### src/ikari_pkg.sv
// ------------------------------
// Shared constants and types for the dual Z80 bus glue
// Referenced by scoped name from the RTL files
// ------------------------------
`default_nettype none

package ikari_pkg;

    localparam int BYTE_W = 8;
    localparam int ADDR_W = 16;
    localparam int VA_W   = 12;

    localparam logic [BYTE_W-1:0] IDLE_BYTE = 8'hFF;   // Undriven bus

    // Upper address bits [15:11]
    localparam logic [4:0] IO_PAGE  = 5'h18;   // C000-C7FF
    localparam logic [4:0] VID_PAGE = 5'h19;   // C800-CFFF

    // I/O page index, address bits 10:8
    localparam logic [2:0] PORT_COIN  = 3'd0;
    localparam logic [2:0] PORT_P1    = 3'd1;
    localparam logic [2:0] PORT_P2    = 3'd2;
    localparam logic [2:0] PORT_BTN   = 3'd3;
    localparam logic [2:0] PORT_MCODE = 3'd4;
    localparam logic [2:0] PORT_DIP1  = 3'd5;
    localparam logic [2:0] PORT_DIP2  = 3'd6;
    localparam logic [2:0] PORT_NMI   = 3'd7;   // Mailbox control

    localparam logic [7:0] GAME_IKARIA = 8'h06;
    localparam logic [7:0] GAME_RAMBO3 = 8'h08;
    localparam logic [7:0] GAME_BTN_A  = 8'h05;   // Games with a button port
    localparam logic [7:0] GAME_BTN_B  = 8'h06;
    localparam logic [7:0] GAME_BTN_C  = 8'h10;
    localparam logic [7:0] GAME_BTN_D  = 8'h11;

    // Bit positions in the 16-bit player words, all active low
    localparam int BIT_COIN    = 0;
    localparam int BIT_START   = 1;
    localparam int BIT_BTN1    = 2;
    localparam int BIT_BTN2    = 3;
    localparam int BIT_ROT     = 4;   // Rotary, 4 bits up from here
    localparam int BIT_SERVICE = 9;
    localparam int BIT_LEFT    = 10;
    localparam int BIT_RIGHT   = 11;
    localparam int BIT_DOWN    = 12;
    localparam int BIT_UP      = 13;

    typedef struct packed {
        logic       start1, start2, coin1, coin2;
        logic [1:0] unused;
        logic       service, snd_busy;
    } sys_std_t;

    typedef struct packed {
        logic test, unused, snd_busy, start2, start1, service, coin2, coin1;
    } sys_jp_t;

    // System port byte, layout depends on the board revision
    typedef union packed {
        sys_std_t standard;
        sys_jp_t  ikari_jp;
    } sys_port_t;

endpackage

`default_nettype wire

### src/cpu_bus_if.sv
// ------------------------------
// One Z80 bus as seen by the glue logic
// Driven at the top level, sampled by every block
// ------------------------------
`timescale 1ns/1ps
`default_nettype none

interface cpu_bus_if;

    logic [ikari_pkg::ADDR_W-1:0] addr;
    logic                         mreq_n;
    logic                         iorq_n;
    logic                         rd_n;
    logic                         wr_n;
    logic [ikari_pkg::BYTE_W-1:0] dout;   // CPU write data

    modport cpu  (output addr, mreq_n, iorq_n, rd_n, wr_n, dout);
    modport sink (input  addr, mreq_n, iorq_n, rd_n, wr_n, dout);

endinterface

`default_nettype wire

### src/map_sel_if.sv
// ------------------------------
// Decoded selects of both memory maps
// bus_decoder drives, one modport per user
// ------------------------------
`timescale 1ns/1ps
`default_nettype none

interface map_sel_if;

    logic [7:0] port_sel_n;   // CPU A I/O page strobes, by index
    logic       ctl_b_n;      // CPU B control page C000
    logic       acc_a_n;      // CPU A in C000-FFFF
    logic       vid_a_n;      // Video window terms, delayed address
    logic       vid_b_n;

    modport decoder (output port_sel_n, ctl_b_n, acc_a_n, vid_a_n, vid_b_n);
    modport reader  (input  port_sel_n, vid_a_n, vid_b_n);
    modport irq     (input  port_sel_n, ctl_b_n);
    modport data    (input  acc_a_n, vid_a_n, vid_b_n);

endinterface

`default_nettype wire

### src/bus_decoder.sv
// ------------------------------
// Memory and I/O map decode of both CPUs
// Window terms use address bits 13:11 one clock late
// ------------------------------
`timescale 1ns/1ps
`default_nettype none

module bus_decoder (
    input  logic     clk,
    cpu_bus_if.sink  cpu_a,
    cpu_bus_if.sink  cpu_b,
    map_sel_if.decoder sel,
    output logic     ae,
    output logic     be
);

    logic       a_creg, b_creg;     // C000-FFFF
    logic       a_io;               // CPU A I/O page access
    logic [2:0] a_hi_r, b_hi_r;     // Delayed address 13:11
    logic       a_vid_n, b_vid_n;

    assign a_creg = cpu_a.addr[15:14] == ikari_pkg::IO_PAGE[4:3];
    assign b_creg = cpu_b.addr[15:14] == ikari_pkg::IO_PAGE[4:3];

    // ------------------------------
    // I/O and control pages
    // ------------------------------
    assign a_io = !cpu_a.mreq_n && cpu_a.addr[15:11] == ikari_pkg::IO_PAGE;

    // One strobe per index, 74138 style
    assign sel.port_sel_n = ~({8{a_io}} & (8'b1 << cpu_a.addr[10:8]));

    // CPU B has a single control port at C000
    assign sel.ctl_b_n = !(!cpu_b.mreq_n && cpu_b.addr[15:11] == ikari_pkg::IO_PAGE);

    assign sel.acc_a_n = cpu_a.mreq_n || !a_creg;

    // ------------------------------
    // Video window C800-CFFF
    // ------------------------------
    always_ff @(posedge clk) begin
        a_hi_r <= cpu_a.addr[13:11];
        b_hi_r <= cpu_b.addr[13:11];
    end

    assign a_vid_n = !(a_creg && a_hi_r == ikari_pkg::VID_PAGE[2:0]);
    assign b_vid_n = !(b_creg && b_hi_r == ikari_pkg::VID_PAGE[2:0]);

    assign sel.vid_a_n = a_vid_n;
    assign sel.vid_b_n = b_vid_n;

    assign ae = !a_vid_n && !cpu_a.mreq_n;   // CPU A owns the video bus
    assign be = !b_vid_n && !cpu_b.mreq_n;

endmodule

`default_nettype wire

### src/cpu_interrupts.sv
// ------------------------------
// Inter-CPU NMI mailbox and vertical blank interrupts
// Four edge-set flops, clear wins over set
// ------------------------------
`timescale 1ns/1ps
`default_nettype none

module cpu_interrupts (
    input  logic    clk,
    input  logic    RESETn,
    cpu_bus_if.sink cpu_a,
    cpu_bus_if.sink cpu_b,
    map_sel_if.irq  sel,
    input  logic    vbl,
    output logic    a_nmi_n,
    output logic    b_nmi_n,
    output logic    a_int_n,
    output logic    b_int_n
);

    // Flop order: A NMI, B NMI, A INT, B INT
    logic [3:0] trig;     // Set on rising edge
    logic [3:0] clr;      // Level clear
    logic [3:0] trig_r;
    logic [3:0] pend;     // Request pending

    logic a_ctl_n;        // C700 page of CPU A

    assign a_ctl_n = sel.port_sel_n[ikari_pkg::PORT_NMI];

    // Trigger rises when the read of the partner's control port ends
    assign trig[0] = sel.ctl_b_n | cpu_b.rd_n;
    assign trig[1] = a_ctl_n | cpu_a.rd_n;
    assign trig[2] = vbl;
    assign trig[3] = vbl;

    // Own write to the control port acks the NMI
    assign clr[0] = !a_ctl_n && !cpu_a.wr_n;
    assign clr[1] = !sel.ctl_b_n && !cpu_b.wr_n;
    assign clr[2] = !cpu_a.iorq_n;   // Interrupt acknowledge cycle
    assign clr[3] = !cpu_b.iorq_n;

    always_ff @(posedge clk) begin
        trig_r <= trig;   // Edge reference
        if (!RESETn) begin
            pend <= '0;
        end else begin
            pend <= (pend | (trig & ~trig_r)) & ~clr;
        end
    end

    assign a_nmi_n = ~pend[0];
    assign b_nmi_n = ~pend[1];
    assign a_int_n = ~pend[2];
    assign b_int_n = ~pend[3];

endmodule

`default_nettype wire

### src/cpu_read_mux.sv
// ------------------------------
// Registered read data of both CPUs
// CPU A input ports follow the game code
// ------------------------------
`timescale 1ns/1ps
`default_nettype none

module cpu_read_mux (
    input  logic                           clk,
    input  logic                           RESETn,
    cpu_bus_if.sink                        cpu_a,
    cpu_bus_if.sink                        cpu_b,
    map_sel_if.reader                      sel,
    input  logic [2*ikari_pkg::BYTE_W-1:0] player1,
    input  logic [2*ikari_pkg::BYTE_W-1:0] player2,
    input  logic [7:0]                     game,
    input  logic [2*ikari_pkg::BYTE_W-1:0] dsw,
    input  logic                           snd_busy,
    input  logic [ikari_pkg::BYTE_W-1:0]   a_vid,
    input  logic [ikari_pkg::BYTE_W-1:0]   b_vid,
    output logic [ikari_pkg::BYTE_W-1:0]   a_din,
    output logic [ikari_pkg::BYTE_W-1:0]   b_din
);

    ikari_pkg::sys_port_t sys_port;
    logic                 service;
    logic                 rambo;
    logic                 btn_game;    // Button port populated
    logic [7:0]           btn_byte;

    // Rambo 3 doubles the directions and others put the rotary on top
    function automatic logic [7:0] joy_byte(input logic [15:0] p, input logic r3);
        if (r3) begin
            return {p[ikari_pkg::BIT_LEFT], p[ikari_pkg::BIT_DOWN], p[ikari_pkg::BIT_UP],
                    p[ikari_pkg::BIT_RIGHT], p[ikari_pkg::BIT_RIGHT], p[ikari_pkg::BIT_LEFT],
                    p[ikari_pkg::BIT_DOWN], p[ikari_pkg::BIT_UP]};
        end
        return {p[ikari_pkg::BIT_ROT +: 4], p[ikari_pkg::BIT_RIGHT], p[ikari_pkg::BIT_LEFT],
                p[ikari_pkg::BIT_DOWN], p[ikari_pkg::BIT_UP]};
    endfunction

    assign service  = player1[ikari_pkg::BIT_SERVICE] & player2[ikari_pkg::BIT_SERVICE];
    assign rambo    = game == ikari_pkg::GAME_RAMBO3;
    assign btn_game = game inside {ikari_pkg::GAME_BTN_A, ikari_pkg::GAME_BTN_B,
                                   ikari_pkg::GAME_BTN_C, ikari_pkg::GAME_BTN_D};
    assign btn_byte = {3'b111, player2[ikari_pkg::BIT_BTN2], player2[ikari_pkg::BIT_BTN1],
                       1'b1, player1[ikari_pkg::BIT_BTN2], player1[ikari_pkg::BIT_BTN1]};

    // JP board orders the system port bits differently
    always_comb begin
        if (game == ikari_pkg::GAME_IKARIA) begin
            sys_port.ikari_jp = '{test: 1'b1, unused: 1'b1, snd_busy: snd_busy,
                start2: player2[ikari_pkg::BIT_START], start1: player1[ikari_pkg::BIT_START],
                service: service, coin2: player2[ikari_pkg::BIT_COIN],
                coin1: player1[ikari_pkg::BIT_COIN]};
        end else begin
            sys_port.standard = '{start1: player1[ikari_pkg::BIT_START],
                start2: player2[ikari_pkg::BIT_START], coin1: player1[ikari_pkg::BIT_COIN],
                coin2: player2[ikari_pkg::BIT_COIN], unused: 2'b11, service: service,
                snd_busy: snd_busy};
        end
    end

    always_ff @(posedge clk) begin
        if (!RESETn) begin
            a_din <= ikari_pkg::IDLE_BYTE;
            b_din <= ikari_pkg::IDLE_BYTE;
        end else begin
            // CPU A in priority order of the I/O page
            if (!sel.port_sel_n[ikari_pkg::PORT_COIN])
                a_din <= sys_port;
            else if (!sel.port_sel_n[ikari_pkg::PORT_P1])
                a_din <= joy_byte(player1, rambo);
            else if (!sel.port_sel_n[ikari_pkg::PORT_P2])
                a_din <= joy_byte(player2, rambo);
            else if (!sel.port_sel_n[ikari_pkg::PORT_BTN] && btn_game)
                a_din <= btn_byte;
            else if (!sel.port_sel_n[ikari_pkg::PORT_DIP1])
                a_din <= dsw[7:0];
            else if (!sel.port_sel_n[ikari_pkg::PORT_DIP2])
                a_din <= dsw[15:8];
            else if (!sel.port_sel_n[ikari_pkg::PORT_NMI])
                a_din <= 8'hFF;
            else if (!sel.vid_a_n && !cpu_a.rd_n)
                a_din <= a_vid;
            else
                a_din <= ikari_pkg::IDLE_BYTE;

            // CPU B control port reads the idle byte
            if (!sel.vid_b_n && !cpu_b.rd_n)
                b_din <= b_vid;
            else
                b_din <= ikari_pkg::IDLE_BYTE;
        end
    end

endmodule

`default_nettype wire

### src/video_data_path.sv
// ------------------------------
// Video data bus side of both CPUs
// Write mux toward the video bus, read latches back
// ------------------------------
`timescale 1ns/1ps
`default_nettype none

module video_data_path (
    input  logic                         clk,
    input  logic                         RESETn,
    cpu_bus_if.sink                      cpu_a,
    cpu_bus_if.sink                      cpu_b,
    map_sel_if.data                      sel,
    input  logic                         rla,
    input  logic                         rlb,
    input  logic                         wba,
    input  logic                         wbb,
    input  logic [ikari_pkg::BYTE_W-1:0] v_in,
    output logic [ikari_pkg::BYTE_W-1:0] cpua_d,
    output logic [ikari_pkg::BYTE_W-1:0] v_out,
    output logic [ikari_pkg::BYTE_W-1:0] a_vid,
    output logic [ikari_pkg::BYTE_W-1:0] b_vid
);

    logic [1:0]                  rl;       // Latch load, index 0 is CPU A
    logic [1:0]                  rd_win;   // CPU reading its window
    logic [ikari_pkg::BYTE_W-1:0] vlat [2];

    assign rl     = {rlb, rla};
    assign rd_win = {!sel.vid_b_n && !cpu_b.rd_n, !sel.vid_a_n && !cpu_a.rd_n};

    always_ff @(posedge clk) begin
        if (!RESETn) begin
            cpua_d  <= ikari_pkg::IDLE_BYTE;
            vlat[0] <= '0;
            vlat[1] <= '0;
        end else begin
            cpua_d <= sel.acc_a_n ? ikari_pkg::IDLE_BYTE : cpu_a.dout;
            for (int i = 0; i < 2; i++) begin
                if (rl[i])          vlat[i] <= v_in;              // Transparent phase
                else if (!rd_win[i]) vlat[i] <= ikari_pkg::IDLE_BYTE;
            end
        end
    end

    assign a_vid = vlat[0];
    assign b_vid = vlat[1];

    // CPU A wins the video bus
    assign v_out = !wba ? cpua_d : (!wbb ? cpu_b.dout : ikari_pkg::IDLE_BYTE);

endmodule

`default_nettype wire

### src/video_reg_decoder.sv
// ------------------------------
// Shared video address mux and register strobes
// Two 74138 style groups split by va[10]
// ------------------------------
`timescale 1ns/1ps
`default_nettype none

module video_reg_decoder (
    cpu_bus_if.sink                    cpu_a,
    cpu_bus_if.sink                    cpu_b,
    input  logic                       a_b,
    input  logic                       disc,
    input  logic                       vdg,
    output logic [ikari_pkg::VA_W-1:0] va,
    output logic                       b1sx, b1sy, bset, sset, f1sx, f1sy, f2sx, f2sy,
    output logic                       xset, yset, mset, f2ins, reg0, reg1
);

    logic       en;    // Both gates low
    logic [7:0] dec;   // One-hot of va[9:7]

    assign va = a_b ? cpu_b.addr[ikari_pkg::VA_W-1:0] : cpu_a.addr[ikari_pkg::VA_W-1:0];

    assign en  = !disc && !vdg;
    assign dec = 8'b1 << va[9:7];

    // C800-CB80, scroll and bank registers
    assign {f2sy, f2sx, f1sy, f1sx, sset, bset, b1sy, b1sx} = ~(dec & {8{en && !va[10]}});

    // CC00-CE80, top two outputs unused
    assign {reg1, reg0, f2ins, mset, yset, xset} = ~(dec[5:0] & {6{en && va[10]}});

endmodule

`default_nettype wire

### src/ikari_cpu_glue.sv
// ------------------------------
// Bus glue between CPU A, CPU B and the shared video bus
// Plain ports in and out, interfaces only inside
// ------------------------------
`timescale 1ns/1ps
`default_nettype none

module ikari_cpu_glue (
    input  logic                           clk,
    input  logic                           RESETn,
    // CPU A bus
    input  logic [ikari_pkg::ADDR_W-1:0]   a_addr,
    input  logic                           a_mreq_n, a_iorq_n, a_rd_n, a_wr_n,
    input  logic [ikari_pkg::BYTE_W-1:0]   a_dout,
    // CPU B bus
    input  logic [ikari_pkg::ADDR_W-1:0]   b_addr,
    input  logic                           b_mreq_n, b_iorq_n, b_rd_n, b_wr_n,
    input  logic [ikari_pkg::BYTE_W-1:0]   b_dout,
    // Players and switches
    input  logic [2*ikari_pkg::BYTE_W-1:0] player1, player2,
    input  logic [7:0]                     game,
    input  logic [2*ikari_pkg::BYTE_W-1:0] dsw,
    input  logic                           snd_busy,
    // Video control
    input  logic                           vbl, a_b, disc, vdg,
    input  logic                           rla, rlb, wba, wbb,
    input  logic [ikari_pkg::BYTE_W-1:0]   v_in,
    // CPU returns
    output logic [ikari_pkg::BYTE_W-1:0]   a_din, b_din,
    output logic                           a_nmi_n, b_nmi_n, a_int_n, b_int_n,
    output logic                           ae, be,
    output logic [ikari_pkg::BYTE_W-1:0]   cpua_d,
    // I/O strobes
    output logic                           coin, p1, p2, p1_p2, mcode, dip1, dip2,
    // Shared video bus
    output logic [ikari_pkg::VA_W-1:0]     va,
    output logic [ikari_pkg::BYTE_W-1:0]   v_out,
    output logic                           b1sx, b1sy, bset, sset, f1sx, f1sy, f2sx, f2sy,
    output logic                           xset, yset, mset, f2ins, reg0, reg1
);

    cpu_bus_if bus_a ();
    cpu_bus_if bus_b ();
    map_sel_if sel ();

    logic [ikari_pkg::BYTE_W-1:0] a_vid, b_vid;   // Latched video bytes

    // ------------------------------
    // CPU ports onto the bus bundles
    // ------------------------------
    assign bus_a.addr   = a_addr;
    assign bus_a.mreq_n = a_mreq_n;
    assign bus_a.iorq_n = a_iorq_n;
    assign bus_a.rd_n   = a_rd_n;
    assign bus_a.wr_n   = a_wr_n;
    assign bus_a.dout   = a_dout;

    assign bus_b.addr   = b_addr;
    assign bus_b.mreq_n = b_mreq_n;
    assign bus_b.iorq_n = b_iorq_n;
    assign bus_b.rd_n   = b_rd_n;
    assign bus_b.wr_n   = b_wr_n;
    assign bus_b.dout   = b_dout;

    // I/O page strobes straight out
    assign coin  = sel.port_sel_n[ikari_pkg::PORT_COIN];
    assign p1    = sel.port_sel_n[ikari_pkg::PORT_P1];
    assign p2    = sel.port_sel_n[ikari_pkg::PORT_P2];
    assign p1_p2 = sel.port_sel_n[ikari_pkg::PORT_BTN];
    assign mcode = sel.port_sel_n[ikari_pkg::PORT_MCODE];
    assign dip1  = sel.port_sel_n[ikari_pkg::PORT_DIP1];
    assign dip2  = sel.port_sel_n[ikari_pkg::PORT_DIP2];

    bus_decoder u_dec (
        .clk(clk), .cpu_a(bus_a), .cpu_b(bus_b), .sel(sel), .ae(ae), .be(be)
    );

    cpu_interrupts u_irq (
        .clk(clk), .RESETn(RESETn), .cpu_a(bus_a), .cpu_b(bus_b), .sel(sel), .vbl(vbl),
        .a_nmi_n(a_nmi_n), .b_nmi_n(b_nmi_n), .a_int_n(a_int_n), .b_int_n(b_int_n)
    );

    cpu_read_mux u_rdmux (
        .clk(clk), .RESETn(RESETn), .cpu_a(bus_a), .cpu_b(bus_b), .sel(sel),
        .player1(player1), .player2(player2), .game(game), .dsw(dsw),
        .snd_busy(snd_busy), .a_vid(a_vid), .b_vid(b_vid), .a_din(a_din), .b_din(b_din)
    );

    video_data_path u_vdata (
        .clk(clk), .RESETn(RESETn), .cpu_a(bus_a), .cpu_b(bus_b), .sel(sel),
        .rla(rla), .rlb(rlb), .wba(wba), .wbb(wbb), .v_in(v_in),
        .cpua_d(cpua_d), .v_out(v_out), .a_vid(a_vid), .b_vid(b_vid)
    );

    video_reg_decoder u_vreg (
        .cpu_a(bus_a), .cpu_b(bus_b), .a_b(a_b), .disc(disc), .vdg(vdg), .va(va),
        .b1sx(b1sx), .b1sy(b1sy), .bset(bset), .sset(sset),
        .f1sx(f1sx), .f1sy(f1sy), .f2sx(f2sx), .f2sy(f2sy),
        .xset(xset), .yset(yset), .mset(mset), .f2ins(f2ins), .reg0(reg0), .reg1(reg1)
    );

endmodule

`default_nettype wire

### config.mk
export PLATFORM = sky130hd
export DESIGN_NAME = ikari_cpu_glue
export DESIGN_NICKNAME = d
export VERILOG_FILES = /design/src/ikari_pkg.sv /design/src/cpu_bus_if.sv /design/src/map_sel_if.sv /design/src/bus_decoder.sv /design/src/cpu_interrupts.sv /design/src/cpu_read_mux.sv /design/src/video_data_path.sv /design/src/video_reg_decoder.sv /design/src/ikari_cpu_glue.sv
export SDC_FILE = /design/constraint.sdc
export NUM_CORES = 1
export LEC_CHECK = 0
export ABC_AREA = 1
export ABC_CLOCK_PERIOD_IN_PS = 2220
export BUFFER_PORTS_ARGS = -buffer_cell sky130_fd_sc_hd__buf_2
export CAP_MARGIN = 10
export CORE_UTILIZATION = 44
export CTS_BUF_LIST = sky130_fd_sc_hd__clkbuf_8
export DETAILED_ROUTE_END_ITERATION = 10
export PLACE_DENSITY_LB_ADDON = 0.2
export REMOVE_ABC_BUFFERS = 1
export SYNTH_ARGS = -nofsm -noshare
export SYNTH_HDL_FRONTEND = slang
export SYNTH_SLANG_ARGS = --single-unit
export TNS_END_PERCENT = 20
### constraint.sdc
create_clock -name clk -period 2.22 [get_ports clk]
set_clock_uncertainty 0.15 [all_clocks]
set_input_delay 0.444 -clock clk [delete_from_list [all_inputs] [get_ports clk]]
set_output_delay 0.444 -clock clk [all_outputs]
set_load 0.02 [all_outputs]
==> results.json <==
{
  "maxCapViolations": 0,
  "ant_nets": 0,
  "slew_violations": 0,
  "cts_root_buf": "clkbuf_8",
  "fin_crit_sh": 0.965,
  "leakage_uw": 0.00230,
  "r2r_slack_ns": 0.48,
  "worstMarginPinSlew_ns": 0.547,
  "die_area_um2": 7320,
  "p_clk_frac": 0.272,
  "vdd_ir_drop_max_v": 0.000373,
  "netlist_area_um2": 3070,
  "grt_pass1_wl_um": 13100,
  "crit_buf_inv": 4,
  "cts_sinks": 53,
  "worstPathArrival_ns": 1.55,
  "critical-path-top-delay-family": "simple AND/OR/NAND/NOR gates",
  "cts_buffer_depth": 2,
  "synth_cells": 453,
  "hold_violations": 0,
  "internal-power_uw": 1400,
  "netlist.area_leader.share": 0.293,
  "place_congestion": 0.857,
  "start_util": 0.455,
  "drc": 0,
  "placed_cell_area_um2": 4190,
  "worstSkewPairLatency_ns": 0.30,
  "drive_gt1_frac": 0.378,
  "grt.overflow.total": 0,
  "n_fill_cell": 668,
  "cp-end-kind": "primary output",
  "pin_count": 202,
  "worstSetupEndpoint": "mset",
  "areaGrowthSynthToFinish_pct": 39.7,
  "switching_share": 0.287,
  "drt_iter0_markers": 92,
  "crit_cells": 8,
  "fin_cells": 742,
  "cp.required_ns": 1.63,
  "ys_ff_latch": 53,
  "hpwl_um": 7120,
  "critPathLaunchType": "input pin",
  "ctsResizeCount": 0,
  "hp-class": "input pin to flop",
  "num_vias": 3580,
  "relSlewSlack": 0.634,
  "fin_setup_tns_ns": 0,
  "cts_buffers": 5,
  "wl_um": 8480,
  "firstDrtPassIters": 4,
  "final_cell_area_um2": 4290,
  "htree_num_levels": 2,
  "cp_slowest_stage_delay_ns": 0.26,
  "startpoint": "a_b",
  "synth_cell_types": 34,
  "nNetsFinal": 792,
  "cpMostUsedCell": "buf_2",
  "dp.cells": 734,
  "viasPerCell": 4.82,
  "p_comb_frac": 0.210,
  "cp_cell_sequence": "buf_2, inv_2, or2_2, o21ai_0, inv_1, nor2_1, nand3_1, buf_2",
  "syn_avg_cell_area_um2": 6.78,
  "tritoncts": "yes",
  "grtUsageTotal": 0.221,
  "coreArea_um2": 6760,
  "diodes": 0,
  "antenna_found_initial": 0,
  "num_rows": 30,
  "r2r_end": "u_vdata.vlat[0][2]$_SDFFCE_PP0P_",
  "wl_per_cell_um": 11.4,
  "port_buffers": 195,
  "cts.clk_slew.worst_paths_ns": 0.09,
  "r2r-start": "u_dec.a_hi_r[0]$_DFF_P_",
  "rsz0062_at_grt": "yes",
  "synth_top_area_cell": "dfxtp_1",
  "ys_warn_count": 0,
  "holdWs_ns": 0.102,
  "first_global_vias": 3113,
  "post-cts-setup-buffers": 0,
  "fmax_mhz": 467,
  "yosysSeqAreaShare": 0.371,
  "status": "completed",
  "p_seq_frac": 0.518,
  "slowest_stage": "or2_2",
  "powerDensity_nw_per_um2": 459,
  "die_h_um": 85.6,
  "worstRegToRegCells": 5,
  "p_switching_uw": 566,
  "die_w_um": 85.6,
  "worst-path-max-fanout": 4,
  "yosys-top-cells-area": "dfxtp_1 29%, nand2_1 18%, edfxtp_1 7.8%",
  "worstSetupPathType": "input pin to primary output",
  "min_period_ns": 2.14,
  "holdBufCountCts": 0,
  "grt_max_degree": 17,
  "setup_viol": 0
}
[final cells by class]
type	count	area, um^2	share of cell area
clock buffer	5	68.8	0.0160
clock inverter	3	17.5	0.00408
inverter	75	282	0.0656
multi-input combinational	320	1620	0.378
sequential	53	1140	0.266
tap	80	100	0.0233
timing repair buffer	206	1060	0.247
[power groups by stage]
stage | registers [uW] | clock network, uW | logic [uW]
floorplan | 1050 | 0 | 189
global placement | 1040 | 0 | 398
detailed placement | 1040 | 0 | 406
CTS | 1020 | 546 | 408
global route | 1020 | 589 | 456
finish | 1020 | 535 | 413
[layer usage]
layer	up-vias	share of wire	global-route usage
met4	0	0.0047	0.0439
met5	-	0	0
met1	1574	0.43	0.268
met2	134	0.50	0.407
li1	1868	-	-
met3	4	0.060	0.0443
[worst min-delay path by stage]
stage,from,endpoint,slack (ns),cells after the start
2_1_floorplan,u_vdata.vlat[1][0]$_SDFFE_PP1P_,u_rdmux.b_din[0]$_SDFF_PN1_,0.25,2
6_report,b_addr[13],u_dec.b_hi_r[2]$_DFF_P_,0.10,1
3_3_place_gp,u_vdata.vlat[1][5]$_SDFFE_PP1P_,u_rdmux.b_din[5]$_SDFF_PN1_,0.26,2
4_1_cts,a_addr[12],u_dec.a_hi_r[1]$_DFF_P_,0.1,1
5_1_grt,b_addr[13],u_dec.b_hi_r[2]$_DFF_P_,0.09,1
3_5_place_dp,u_vdata.vlat[1][1]$_SDFFE_PP1P_,u_rdmux.b_din[1]$_SDFF_PN1_,0.26,2
[flip-flops by register name (all words and copies together) (netlist names)]
| name | flops |
|---|---|
| u_dec.a_hi_r | 3 |
| u_dec.b_hi_r | 3 |
| u_irq.pend | 4 |
| u_irq.trig_r | 3 |
| u_rdmux.a_din | 8 |
| u_rdmux.b_din | 8 |
| u_vdata.cpua_d | 8 |
| u_vdata.vlat | 16 |
[placed cells by master, fill, tap and decap left out, drive strengths merged]
cell type  count
edfxtp         8
or2            5
o211ai         7
nand3         27
dfxtp         45
o221a          1
nor2          55
buf          206
clkbuf         5
inv           75
o21ai         28
nor4           3
nand2        147
o31ai          1
clkinv         3
nand3b         1
a31oi          3
a21oi         25
a211oi         1
nor3           1
nand4          7
o221ai         8
[cells in the mapped netlist, drive strengths merged]
library cell,count
a211oi,1
a21oi,25
a31oi,3
buf,4
clkbuf,1
clkinv,2
dfxtp,45
edfxtp,8
inv,73
nand2,147
nand3,27
nand3b,1
nand4,7
nor2,55
nor3,1
nor4,3
o211ai,7
o21ai,28
o221a,1
o221ai,8
o31ai,1
or2,5
[kinds of logic (layout without fill, tap and decap cells)]
logic type / Yosys count / after routing / share of synthesized area
and+or+nand+nor: 246 / 246 / 0.374
buffers and inverters: 80 / 289 / 0.105
DFF: 53 / 53 / 0.371
AOI/OAI and AO/OA: 74 / 74 / 0.149
[per-stage QoR]
step / utilization / setup WS [ns] / power, uW
6_report: 0.635 / 0.0766 / 1970
5_1_grt: 0.635 / -0.0115 / 2070
4_1_cts: 0.633 / 0.0598 / 1970
3_5_place_dp: 0.620 / 0.0599 / 1450
3_3_place_gp: 0.620 / 0.108 / 1440
2_1_floorplan: - / 0.137 / 1240
(Power assumes the default switching activity.)
